<file path="config.mk">
export PLATFORM = sky130hd
export DESIGN_NAME = Led7SegDisplay
export DESIGN_NICKNAME = d
export VERILOG_FILES = /design/src/common/SegPkg.sv /design/src/scan/SegGlyphDecode.sv /design/src/scan/SegScanner.sv /design/src/rtl/SegBiosBanner.sv /design/src/rtl/SegDigitStore.sv /design/src/rtl/Led7SegDisplay.sv
export SDC_FILE = /design/constraint.sdc
export NUM_CORES = 1
export LEC_CHECK = 0
export BUFFER_PORTS_ARGS = -buffer_cell sky130_fd_sc_hd__buf_2
export CORE_MARGIN = 2
export CORE_UTILIZATION = 51
export DETAILED_ROUTE_END_ITERATION = 16
export PLACE_DENSITY = 0.8
export SYNTH_ARGS = -nofsm -noshare
export SYNTH_HDL_FRONTEND = slang
export SYNTH_SLANG_ARGS = --single-unit
</file>
<file path="constraint.sdc">
create_clock -name Mclk -period 1.35 [get_ports Mclk]
set_input_delay 0.0675 -clock Mclk [delete_from_list [all_inputs] [get_ports Mclk]]
set_output_delay 0.0675 -clock Mclk [all_outputs]
set_load 0.05 [all_outputs]
</file>
<file path="src/common/SegPkg.sv">
// Shared types, glyph codes and constants for the seven-segment display RTL and its testbench
package SegPkg;

    // ------------------------------------------------------------------------
    // Widths that carry a meaning
    // ------------------------------------------------------------------------

    // One displayed character
    typedef logic [4:0] glyphT;
    // Segment pattern, bit 0 = a up to bit 6 = g
    typedef logic [6:0] segT;
    // One-hot digit enable
    typedef logic [5:0] digitEnT;
    // Digit position 0..5
    typedef logic [2:0] digitIdxT;
    // Value shown as one hex digit
    typedef logic [3:0] nibbleT;
    // Value shown as two hex digits
    typedef logic [7:0] byteT;

    // BIOS banner rotation FSM
    typedef enum logic [1:0] {
        BannerCurrent = 2'd0,
        BannerNext    = 2'd1,
        BannerActive  = 2'd2
    } bannerSelT;

    // ------------------------------------------------------------------------
    // Scan geometry
    // ------------------------------------------------------------------------
    localparam int       NumDigits = 6;
    // Scan wraps back to 0 after this position
    localparam digitIdxT LastDigit = 3'd5;

    // ------------------------------------------------------------------------
    // Glyph codes
    // ------------------------------------------------------------------------
    // Codes 0x00..0x0F are the hex digits themselves
    localparam glyphT GlyphBlank      = 5'h10;
    localparam glyphT GlyphDash       = 5'h11;
    localparam glyphT GlyphDoubleBar  = 5'h12;
    localparam glyphT GlyphSmallN     = 5'h13;
    // Also what any unknown code shows
    localparam glyphT GlyphUnderscore = 5'h14;
    // Banner letters reuse the hex codes
    localparam glyphT GlyphA          = 5'h0A;
    localparam glyphT GlyphB          = 5'h0B;
    localparam glyphT GlyphC          = 5'h0C;

    // ------------------------------------------------------------------------
    // Fixed display content
    // ------------------------------------------------------------------------
    // All segments lit, lamp test look after reset
    localparam segT    SegAllOn    = 7'h7F;
    // Shown in digits 0 and 1 outside software mode
    localparam nibbleT VersionCode = 4'h1;
    localparam nibbleT FpgaIdCode  = 4'h3;
    // Modulate phase in which the running-BIOS banner goes dark
    localparam logic [1:0] BlinkOffPhase = 2'd2;

endpackage

</file>
<file path="src/scan/SegGlyphDecode.sv">
// Glyph to segment lookup for the display's character set, purely combinational
`timescale 1ns/10ps

module SegGlyphDecode (
    input  SegPkg::glyphT Glyph,
    output SegPkg::segT   Seg
);
    import SegPkg::*;

    // Bit order g f e d c b a, bit 0 = a
    always_comb begin
        case (Glyph)
            // Hex digits
            5'h00: Seg = 7'h3F;
            5'h01: Seg = 7'h06;
            5'h02: Seg = 7'h5B;
            5'h03: Seg = 7'h4F;
            5'h04: Seg = 7'h66;
            5'h05: Seg = 7'h6D;
            5'h06: Seg = 7'h7D;
            5'h07: Seg = 7'h27;
            5'h08: Seg = 7'h7F;
            5'h09: Seg = 7'h67;
            // Letters A..F, b and d lower case
            5'h0A: Seg = 7'h77;
            5'h0B: Seg = 7'h7C;
            5'h0C: Seg = 7'h39;
            5'h0D: Seg = 7'h5E;
            5'h0E: Seg = 7'h79;
            5'h0F: Seg = 7'h71;
            // Special characters
            GlyphBlank:     Seg = 7'h00;
            // Middle bar only
            GlyphDash:      Seg = 7'h40;
            // Middle and bottom bars
            GlyphDoubleBar: Seg = 7'h48;
            GlyphSmallN:    Seg = 7'h54;
            // Bottom bar, also shown for any unknown code
            GlyphUnderscore: Seg = 7'h08;
            default:         Seg = 7'h08;
        endcase
    end

endmodule

</file>
<file path="src/scan/SegScanner.sv">
// Display scanner: turns the 1 ms strobe into a scan tick and walks the six digits onto the pins
`timescale 1ns/10ps

module SegScanner (
    input  logic            Mclk,
    input  logic            ResetN,
    input  logic            Strobe1ms,
    input  SegPkg::glyphT   Digits [SegPkg::NumDigits],
    output logic            ScanTick,
    output SegPkg::digitEnT Led7En,
    output SegPkg::segT     Led7Leg
);
    import SegPkg::*;

    logic     strobeSync1;
    logic     strobeSync2;
    digitIdxT scanPos;
    glyphT    stageGlyph;
    digitEnT  stageEn;
    segT      stageSeg;

    // ------------------------------------------------------------------------
    // Tick detect
    // ------------------------------------------------------------------------
    always_ff @(posedge Mclk or negedge ResetN) begin
        if (!ResetN) begin
            strobeSync1 <= 1'b0;
            strobeSync2 <= 1'b0;
        end else begin
            strobeSync1 <= Strobe1ms;
            strobeSync2 <= strobeSync1;
        end
    end

    // Rising edge of the delayed strobe, one cycle wide
    assign ScanTick = strobeSync1 && !strobeSync2;

    // ------------------------------------------------------------------------
    // Position and output pipeline
    // ------------------------------------------------------------------------
    // Stage holds position N while the pins still show N-1,
    // so enable and segments always move together
    always_ff @(posedge Mclk or negedge ResetN) begin
        if (!ResetN) begin
            scanPos    <= '0;
            stageGlyph <= '0;
            stageEn    <= '0;
            Led7En     <= '0;
            Led7Leg    <= SegAllOn;
        end else if (ScanTick) begin
            scanPos    <= (scanPos == LastDigit) ? digitIdxT'(0) : scanPos + 3'd1;
            stageGlyph <= Digits[scanPos];
            stageEn    <= digitEnT'(1) << scanPos;
            Led7En     <= stageEn;
            Led7Leg    <= stageSeg;
        end
    end

    // Segments for the staged glyph
    SegGlyphDecode uGlyphDecode (
        .Glyph (stageGlyph),
        .Seg   (stageSeg)
    );

    assert property (@(posedge Mclk) disable iff (!ResetN) scanPos <= LastDigit);

    // At most one digit driven at a time
    assert property (@(posedge Mclk) disable iff (!ResetN) $onehot0(Led7En));

endmodule

</file>
<file path="src/rtl/SegBiosBanner.sv">
// BIOS banner source: builds the two banner glyphs, rotating after BIOS is done and blinking before
`timescale 1ns/10ps

module SegBiosBanner (
    input  logic          Mclk,
    input  logic          ResetN,
    input  logic          BiosFinished,
    input  logic [2:0]    BiosStatus,
    input  logic          Strobe1s,
    input  logic          Strobe125ms,
    output SegPkg::glyphT BannerHi,
    output SegPkg::glyphT BannerLo
);
    import SegPkg::*;

    bannerSelT  bannerSel;
    logic [1:0] modulate;
    logic       blinkOn;
    glyphT      glyphHi;
    glyphT      glyphLo;

    // ------------------------------------------------------------------------
    // Slow counters
    // ------------------------------------------------------------------------

    // Blink phase, one step per 125 ms
    always_ff @(posedge Mclk or negedge ResetN) begin
        if (!ResetN) begin
            modulate <= 2'd0;
        end else if (Strobe125ms) begin
            modulate <= modulate + 2'd1;
        end
    end

    // Rotation Current -> Next -> Active, once a second after BIOS is done
    always_ff @(posedge Mclk or negedge ResetN) begin
        if (!ResetN) begin
            bannerSel <= BannerCurrent;
        end else if (BiosFinished && Strobe1s) begin
            case (bannerSel)
                BannerCurrent: bannerSel <= BannerNext;
                BannerNext:    bannerSel <= BannerActive;
                default:       bannerSel <= BannerCurrent;
            endcase
        end
    end

    // ------------------------------------------------------------------------
    // Banner glyphs, refreshed every cycle
    // ------------------------------------------------------------------------
    always_ff @(posedge Mclk or negedge ResetN) begin
        if (!ResetN) begin
            glyphHi <= '0;
            glyphLo <= '0;
            blinkOn <= 1'b1;
        end else begin
            // Never dark once BIOS is done
            blinkOn <= BiosFinished || (modulate != BlinkOffPhase);
            if (!BiosFinished) begin
                // Still booting: "b" plus current-BIOS bit
                glyphHi <= GlyphB;
                glyphLo <= glyphT'(BiosStatus[2]);
            end else begin
                case (bannerSel)
                    BannerCurrent: begin
                        glyphHi <= GlyphC;
                        glyphLo <= glyphT'(BiosStatus[2]);
                    end
                    BannerNext: begin
                        glyphHi <= GlyphSmallN;
                        glyphLo <= glyphT'(BiosStatus[1]);
                    end
                    default: begin
                        glyphHi <= GlyphA;
                        glyphLo <= glyphT'(BiosStatus[0]);
                    end
                endcase
            end
        end
    end

    assign BannerHi = blinkOn ? glyphHi : GlyphBlank;
    assign BannerLo = blinkOn ? glyphLo : GlyphBlank;

    // FSM must never reach the unused fourth encoding
    assert property (@(posedge Mclk) disable iff (!ResetN)
        bannerSel inside {BannerCurrent, BannerNext, BannerActive});

endmodule

</file>
<file path="src/rtl/SegDigitStore.sv">
// Digit store: holds the six glyphs and the decimal point, reloaded per display mode on each scan tick
`timescale 1ns/10ps

module SegDigitStore (
    input  logic           Mclk,
    input  logic           ResetN,
    input  logic           ScanTick,
    input  logic           SystemOk,
    input  logic           AllPwrGd,
    input  logic           SoftEn,
    input  logic [2:0]     SoftSel,
    input  SegPkg::byteT   SoftVal,
    input  SegPkg::byteT   BiosPostData,
    input  SegPkg::nibbleT PowerEvtState,
    input  SegPkg::nibbleT DebugNibble,
    input  SegPkg::glyphT  BannerHi,
    input  SegPkg::glyphT  BannerLo,
    output SegPkg::glyphT  Digits [SegPkg::NumDigits],
    output logic           Port80Dp
);
    import SegPkg::*;

    // ------------------------------------------------------------------------
    // Digit registers
    // ------------------------------------------------------------------------
    // Modes, checked in order
    //   SystemOk            software writes
    //   AllPwrGd, !SystemOk post
    //   neither             standby
    always_ff @(posedge Mclk or negedge ResetN) begin
        if (!ResetN) begin
            for (int i = 0; i < NumDigits; i++) begin
                Digits[i] <= '0;
            end
        end else if (ScanTick) begin
            if (SystemOk) begin
                // Firmware owns the display, pairs picked by SoftSel
                if (SoftEn) begin
                    for (int k = 0; k < NumDigits / 2; k++) begin
                        if (SoftSel[k]) begin
                            Digits[2*k]   <= glyphT'(SoftVal[3:0]);
                            Digits[2*k+1] <= glyphT'(SoftVal[7:4]);
                        end
                    end
                end
            end else begin
                // Version and id always lead
                Digits[0] <= glyphT'(VersionCode);
                Digits[1] <= glyphT'(FpgaIdCode);
                // BIOS banner in the middle
                Digits[2] <= BannerLo;
                Digits[3] <= BannerHi;
                if (AllPwrGd) begin
                    // Port-80 POST code
                    Digits[4] <= glyphT'(BiosPostData[3:0]);
                    Digits[5] <= glyphT'(BiosPostData[7:4]);
                end else begin
                    // Standby debug view
                    Digits[4] <= glyphT'(PowerEvtState);
                    Digits[5] <= glyphT'(DebugNibble);
                end
            end
        end
    end

    // ------------------------------------------------------------------------
    // Decimal point
    // ------------------------------------------------------------------------

    // Lit in standby only; software mode leaves it alone
    always_ff @(posedge Mclk or negedge ResetN) begin
        if (!ResetN) begin
            Port80Dp <= 1'b0;
        end else if (ScanTick && !SystemOk) begin
            Port80Dp <= !AllPwrGd;
        end
    end

endmodule

</file>
<file path="src/rtl/Led7SegDisplay.sv">
// Top of the six-digit multiplexed LED display: banner source, digit store and scanner in a row
`timescale 1ns/10ps

module Led7SegDisplay (
    input  logic            Mclk,
    input  logic            ResetN,
    input  logic            AllPwrGd,
    input  logic            SystemOk,
    input  logic            BiosFinished,
    input  SegPkg::byteT    BiosPostData,
    input  logic            Strobe1ms,
    input  logic            Strobe1s,
    input  logic            Strobe125ms,
    input  logic [2:0]      BiosStatus,
    input  logic            SoftEn,
    input  logic [2:0]      SoftSel,
    input  SegPkg::byteT    SoftVal,
    input  SegPkg::nibbleT  PowerEvtState,
    input  SegPkg::nibbleT  DebugNibble,
    output SegPkg::digitEnT Led7En,
    output SegPkg::segT     Led7Leg,
    output logic            Port80Dp
);
    import SegPkg::*;

    // ------------------------------------------------------------------------
    // Internal links
    // ------------------------------------------------------------------------
    logic  scanTick;
    glyphT bannerHi;
    glyphT bannerLo;
    glyphT digits [NumDigits];

    // BIOS banner glyphs for digits 2 and 3
    SegBiosBanner uBiosBanner (
        .Mclk         (Mclk),
        .ResetN       (ResetN),
        .BiosFinished (BiosFinished),
        .BiosStatus   (BiosStatus),
        .Strobe1s     (Strobe1s),
        .Strobe125ms  (Strobe125ms),
        .BannerHi     (bannerHi),
        .BannerLo     (bannerLo)
    );

    // Mode-dependent digit contents
    SegDigitStore uDigitStore (
        .Mclk          (Mclk),
        .ResetN        (ResetN),
        .ScanTick      (scanTick),
        .SystemOk      (SystemOk),
        .AllPwrGd      (AllPwrGd),
        .SoftEn        (SoftEn),
        .SoftSel       (SoftSel),
        .SoftVal       (SoftVal),
        .BiosPostData  (BiosPostData),
        .PowerEvtState (PowerEvtState),
        .DebugNibble   (DebugNibble),
        .BannerHi      (bannerHi),
        .BannerLo      (bannerLo),
        .Digits        (digits),
        .Port80Dp      (Port80Dp)
    );

    // Multiplexing onto the pins
    SegScanner uScanner (
        .Mclk      (Mclk),
        .ResetN    (ResetN),
        .Strobe1ms (Strobe1ms),
        .Digits    (digits),
        .ScanTick  (scanTick),
        .Led7En    (Led7En),
        .Led7Leg   (Led7Leg)
    );

endmodule

</file>
==> tab_implementation.tex <==
\begin{tabular}{lr}
\hline
Metric & Value \\
\hline
\multicolumn{2}{l}{\textbf{Route}} \\
\quad DRC errors left & 0 \\
\quad TritonRoute pass-1 iters & 4 \\
\quad Routed Wire Length & 7300 microns \\
\quad Average wire per standard cell & 14.9 microns \\
\quad Remaining number of nets flagged by the antenna check after routing & 0 \\
\quad Vias post-DR & 2676 \\
\quad Via density per instance & 5.47 \\
\quad Initial drt markers & 129 \\
\multicolumn{2}{l}{\textbf{Yosys}} \\
\quad Number of synthesized flops with an enable pin & 0 \\
\quad Number of instances in the synthesized netlist & 322 \\
\quad Post-synthesis instance area & 3370 sq um \\
\quad Number of flip-flops and latches in the synthesized netlist & 67 \\
\quad Average footprint of a synthesized cell & 10.5 sq um \\
\quad Syn Nets & 370 \\
\quad Ys Warns & 0 \\
\quad Distinct cell type count after synthesis & 49 \\
\quad Fraction of synthesis flops using an asynchronous set or reset pin & 1.00 \\
\quad Synth Flop Type & sky130\_fd\_sc\_hd\_\_dfrtp\_1 \\
\quad Post-synthesis sequential area ratio & 0.501 \\
\multicolumn{2}{l}{\textbf{Setup path}} \\
\quad Sort of element at the end of the critical path & flip-flop \\
\quad CP Data Required Time & 1.64 ns \\
\quad Worst Setup Path Type & reg2reg \\
\quad Cells traversed along the worst timing path & buf\_4 -> ha\_1 -> o32ai\_1 -> o21ai\_1 -> o21a\_1 \\
\quad CP peak stage delay & 0.42 ns \\
\quad Launching element type of the critical path & flip-flop \\
\quad Cell family with most CP delay & compound AO/OA/AOI/OAI gates \\
\quad CP max-delay cell & sky130\_fd\_sc\_hd\_\_dfrtp\_1 \\
\quad Worst-path maximum fanout & 4 \\
\quad Arr. time, crit path & 1.66 ns \\
\quad Combined buffer and inverter count along the critical path & 1 \\
\multicolumn{2}{l}{\textbf{CTS}} \\
\quad Number of levels the H-tree was split into & 3 \\
\quad Maximum clock insertion buffer count & 2 \\
\quad Clock latency on the worst-skew pair & 0.35 ns \\
\quad Clock edge transition at the registers on the reported setup and hold paths & 0.07 ns \\
\quad CTS tree & built \\
\quad Number of buffers added by the clock tree synthesis step & 9 \\
\quad Clock Sinks & 67 \\
\quad CTS Root Cell & sky130\_fd\_sc\_hd\_\_clkbuf\_8 \\
\multicolumn{2}{l}{\textbf{Outcome}} \\
\quad Result of the run & finished with violations \\
\quad Failing checks & setup timing \\
\multicolumn{2}{l}{\textbf{Power and ir drop}} \\
\quad Pwr Total & 8560 uW \\
\quad Maximum vdd ir drop & 0.00146 V \\
\quad Static leakage & 0.00203 uW \\
\quad Pwr/cell area & 2010 nW/um\^{}2 \\
\multicolumn{2}{l}{\textbf{Place}} \\
\quad Routability-driven placement congestion ratio & 0.809 \\
\quad Number of I/O port buffers & 52 \\
\quad Detail Placement HPWL & 5040 microns \\
\multicolumn{2}{l}{\textbf{Global routing}} \\
\quad Antenna violations before repair & 0 \\
\quad Total overflow reported by the global router & 0 \\
\quad Pin count of the biggest net entering global routing & 68 \\
\quad Number of global-route vias before repair & 2726 \\
\quad Wire length of the first global-routing pass & 12500 microns \\
\quad Overall global routing resource usage & 0.222 \\
\multicolumn{2}{l}{\textbf{Die}} \\
\quad Initial Util & 0.530 \\
\quad Die Span Y & 85.2 microns \\
\quad Area of the die & 7270 sq um \\
\quad Cell row count & 29 \\
\quad Core Footprint & 6350 sq um \\
\quad I/O pin total & 53 \\
\quad Die W & 85.2 microns \\
\multicolumn{2}{l}{\textbf{Timing}} \\
\quad Maximum operating frequency & 729 MHz \\
\quad Final number of max-transition violations & 0 \\
\quad Final critical-path share of the clock period & 1.02 \\
\quad Hold violation count in the final report & 0 \\
\quad Fin Setup TNS & -0.0217 ns \\
\quad Final setup violating endpoints & 1 \\
\quad Min Tclk post-route & 1.37 ns \\
\quad Minimum setup slack in the final design & -0.0217 ns \\
\quad Max\_slew headroom & 0.749 \\
\quad Clk\_skew & 0.00676 ns \\
\quad Unrepaired setup endpoints after global routing & true \\
\quad Tightest Pin Transition & 0.376 ns \\
\multicolumn{2}{l}{\textbf{Run}} \\
\quad Maximum Capacitance Violations & 0 \\
\multicolumn{2}{l}{\textbf{Finish}} \\
\quad Post-layout utilization of the core & 0.670 \\
\quad Most frequent standard cell in the layout excluding fill and tap cells & sky130\_fd\_sc\_hd\_\_nand2\_1 \\
\quad Antenna diodes & 0 \\
\quad Signed area change from the synthesized netlist to the final layout & 26.4\% \\
\quad Proportion of layout cells with a drive suffix above 1 & 0.342 \\
\quad Commonest cells after routing, fill and taps aside & sky130\_fd\_sc\_hd\_\_nand2\_1 (62), sky130\_fd\_sc\_hd\_\_dfrtp\_1 (56), sky130\_fd\_sc\_hd\_\_buf\_2 (52), sky130\_fd\_sc\_hd\_\_buf\_4 (29), sky130\_fd\_sc\_hd\_\_nor2\_1 (17) \\
\quad NumNets Final & 455 \\
\multicolumn{2}{l}{\textbf{Min path}} \\
\quad Hold/Removal Path Class & in2reg \\
\hline
\end{tabular}
[registers in the layout, indices dropped and copies added, names as in the netlist]
signal                 count
uDigitStore.Digits        26
uScanner.Led7Leg           7
uScanner.Led7En            6
uScanner.stageEn           6
uBiosBanner.glyphHi        5
uScanner.stageGlyph        5
uScanner.scanPos           3
uBiosBanner.bannerSel      2
uBiosBanner.modulate       2
uBiosBanner.blinkOn        1
uBiosBanner.glyphLo        1
uDigitStore.Port80Dp       1
uScanner.strobeSync1       1
uScanner.strobeSync2       1
[tightest hold or removal path: stages]
cell,delay (ns)
sky130_fd_sc_hd__buf_2,0.12
sky130_fd_sc_hd__nand3_1,0.07
sky130_fd_sc_hd__o21ai_1,0.06
[per-stage QoR]
step / instances / hold slack (ns) / setup WS [ns] / area (sq um)
global placement: 456 / 0.114 / 0.00142 / 3820
CTS: 484 / 0.00187 / 0.000147 / 4180
global route: 489 / 0.0192 / -0.0813 / 4250
finish: 489 / 0.00965 / -0.0217 / 4250
detailed placement: 456 / 0.117 / -0.0472 / 3820
floorplan: 322 / -0.228 / 0.00860 / 3370
[cells by family (layout without fill, tap and decap cells)]
group | Yosys count | after routing | synth area share
compound gates | 76 | 76 | 0.155
xor+xnor | 2 | 2 | 0.00521
buf+inv | 37 | 127 | 0.0554
simple gates | 104 | 104 | 0.141
flops | 67 | 67 | 0.501
fa+ha+maj | 9 | 9 | 0.0335
mux | 27 | 27 | 0.109
[synth_stat cells, types with 4 or more instances]
cell type / n / area (sq um)
sky130_fd_sc_hd__ha_1: 9 / 113
sky130_fd_sc_hd__nand3_1: 5 / 25.0
sky130_fd_sc_hd__a22o_1: 8 / 70.1
sky130_fd_sc_hd__o21ai_0: 13 / 65.1
sky130_fd_sc_hd__buf_6: 4 / 45.0
sky130_fd_sc_hd__a21oi_1: 9 / 45.0
sky130_fd_sc_hd__inv_1: 17 / 63.8
sky130_fd_sc_hd__nor2_1: 17 / 63.8
sky130_fd_sc_hd__nand2_1: 62 / 233
sky130_fd_sc_hd__dfstp_2: 8 / 210
sky130_fd_sc_hd__mux2_2: 4 / 45.0
sky130_fd_sc_hd__mux2_4: 8 / 120
sky130_fd_sc_hd__a31oi_1: 9 / 56.3
sky130_fd_sc_hd__dfrtp_1: 59 / 1480
sky130_fd_sc_hd__mux2i_1: 11 / 110
sky130_fd_sc_hd__buf_2: 14 / 70.1
sky130_fd_sc_hd__nor2b_1: 7 / 43.8
sky130_fd_sc_hd__o21ai_1: 12 / 60.1
sky130_fd_sc_hd__mux4_2: 4 / 90.1
[power breakdown]
group / internal [uW] / switching, uW
clock network: 1280 / 775
logic: 1450 / 1720
registers: 2730 / 604
total: 5460 / 3100
[path summary, 6_finish.rpt]
kind                                        startpoint                     end  slack (ns)  cells past startpoint
worst max-delay path            uScanner.stageGlyph[1]     uScanner.Led7Leg[4]       -0.02                      5
worst min-delay path                        SoftVal[1]  uDigitStore.Digits[26]        0.01                      3
worst max register to register  uScanner.stageGlyph[1]     uScanner.Led7Leg[4]       -0.02                      5
worst min register to register    uScanner.strobeSync1    uScanner.strobeSync2        0.45                      0
max in group asynchronous                       ResetN     uBiosBanner.blinkOn        0.76                      3
min in group asynchronous                       ResetN   uDigitStore.Digits[0]        0.26                      3
[layer usage]
metal,vias up,track usage,wire length (microns)
li1,1299,-,-
met1,1306,0.253,3080
met2,60,0.394,3820
met3,11,0.0574,292
met4,0,0.0895,110
met5,-,0,0
[final cells by class]
cell class                      count  area (sq um)
Clock buffer                       12           145
Timing Repair Buffer               93           638
Fill cell                         490          2100
Tap cell                           77          96.3
Inverter                           18          67.6
Multi-Input combinational cell    218          1520
Sequential cell                    67          1690
Clock inverter                      4          98.8
[repair_timing]
action / CTS / global route
pin swaps: 2 / 4
hold buffers: 8 / 0
setup buffers: 4 / 5
cloned: 0 / 0
hold endpoints to repair: 70 / 0
resized for setup: 6 / 6
setup endpoints to repair: 10 / 15
No activity file was read; power rests on OpenSTA's default activity.
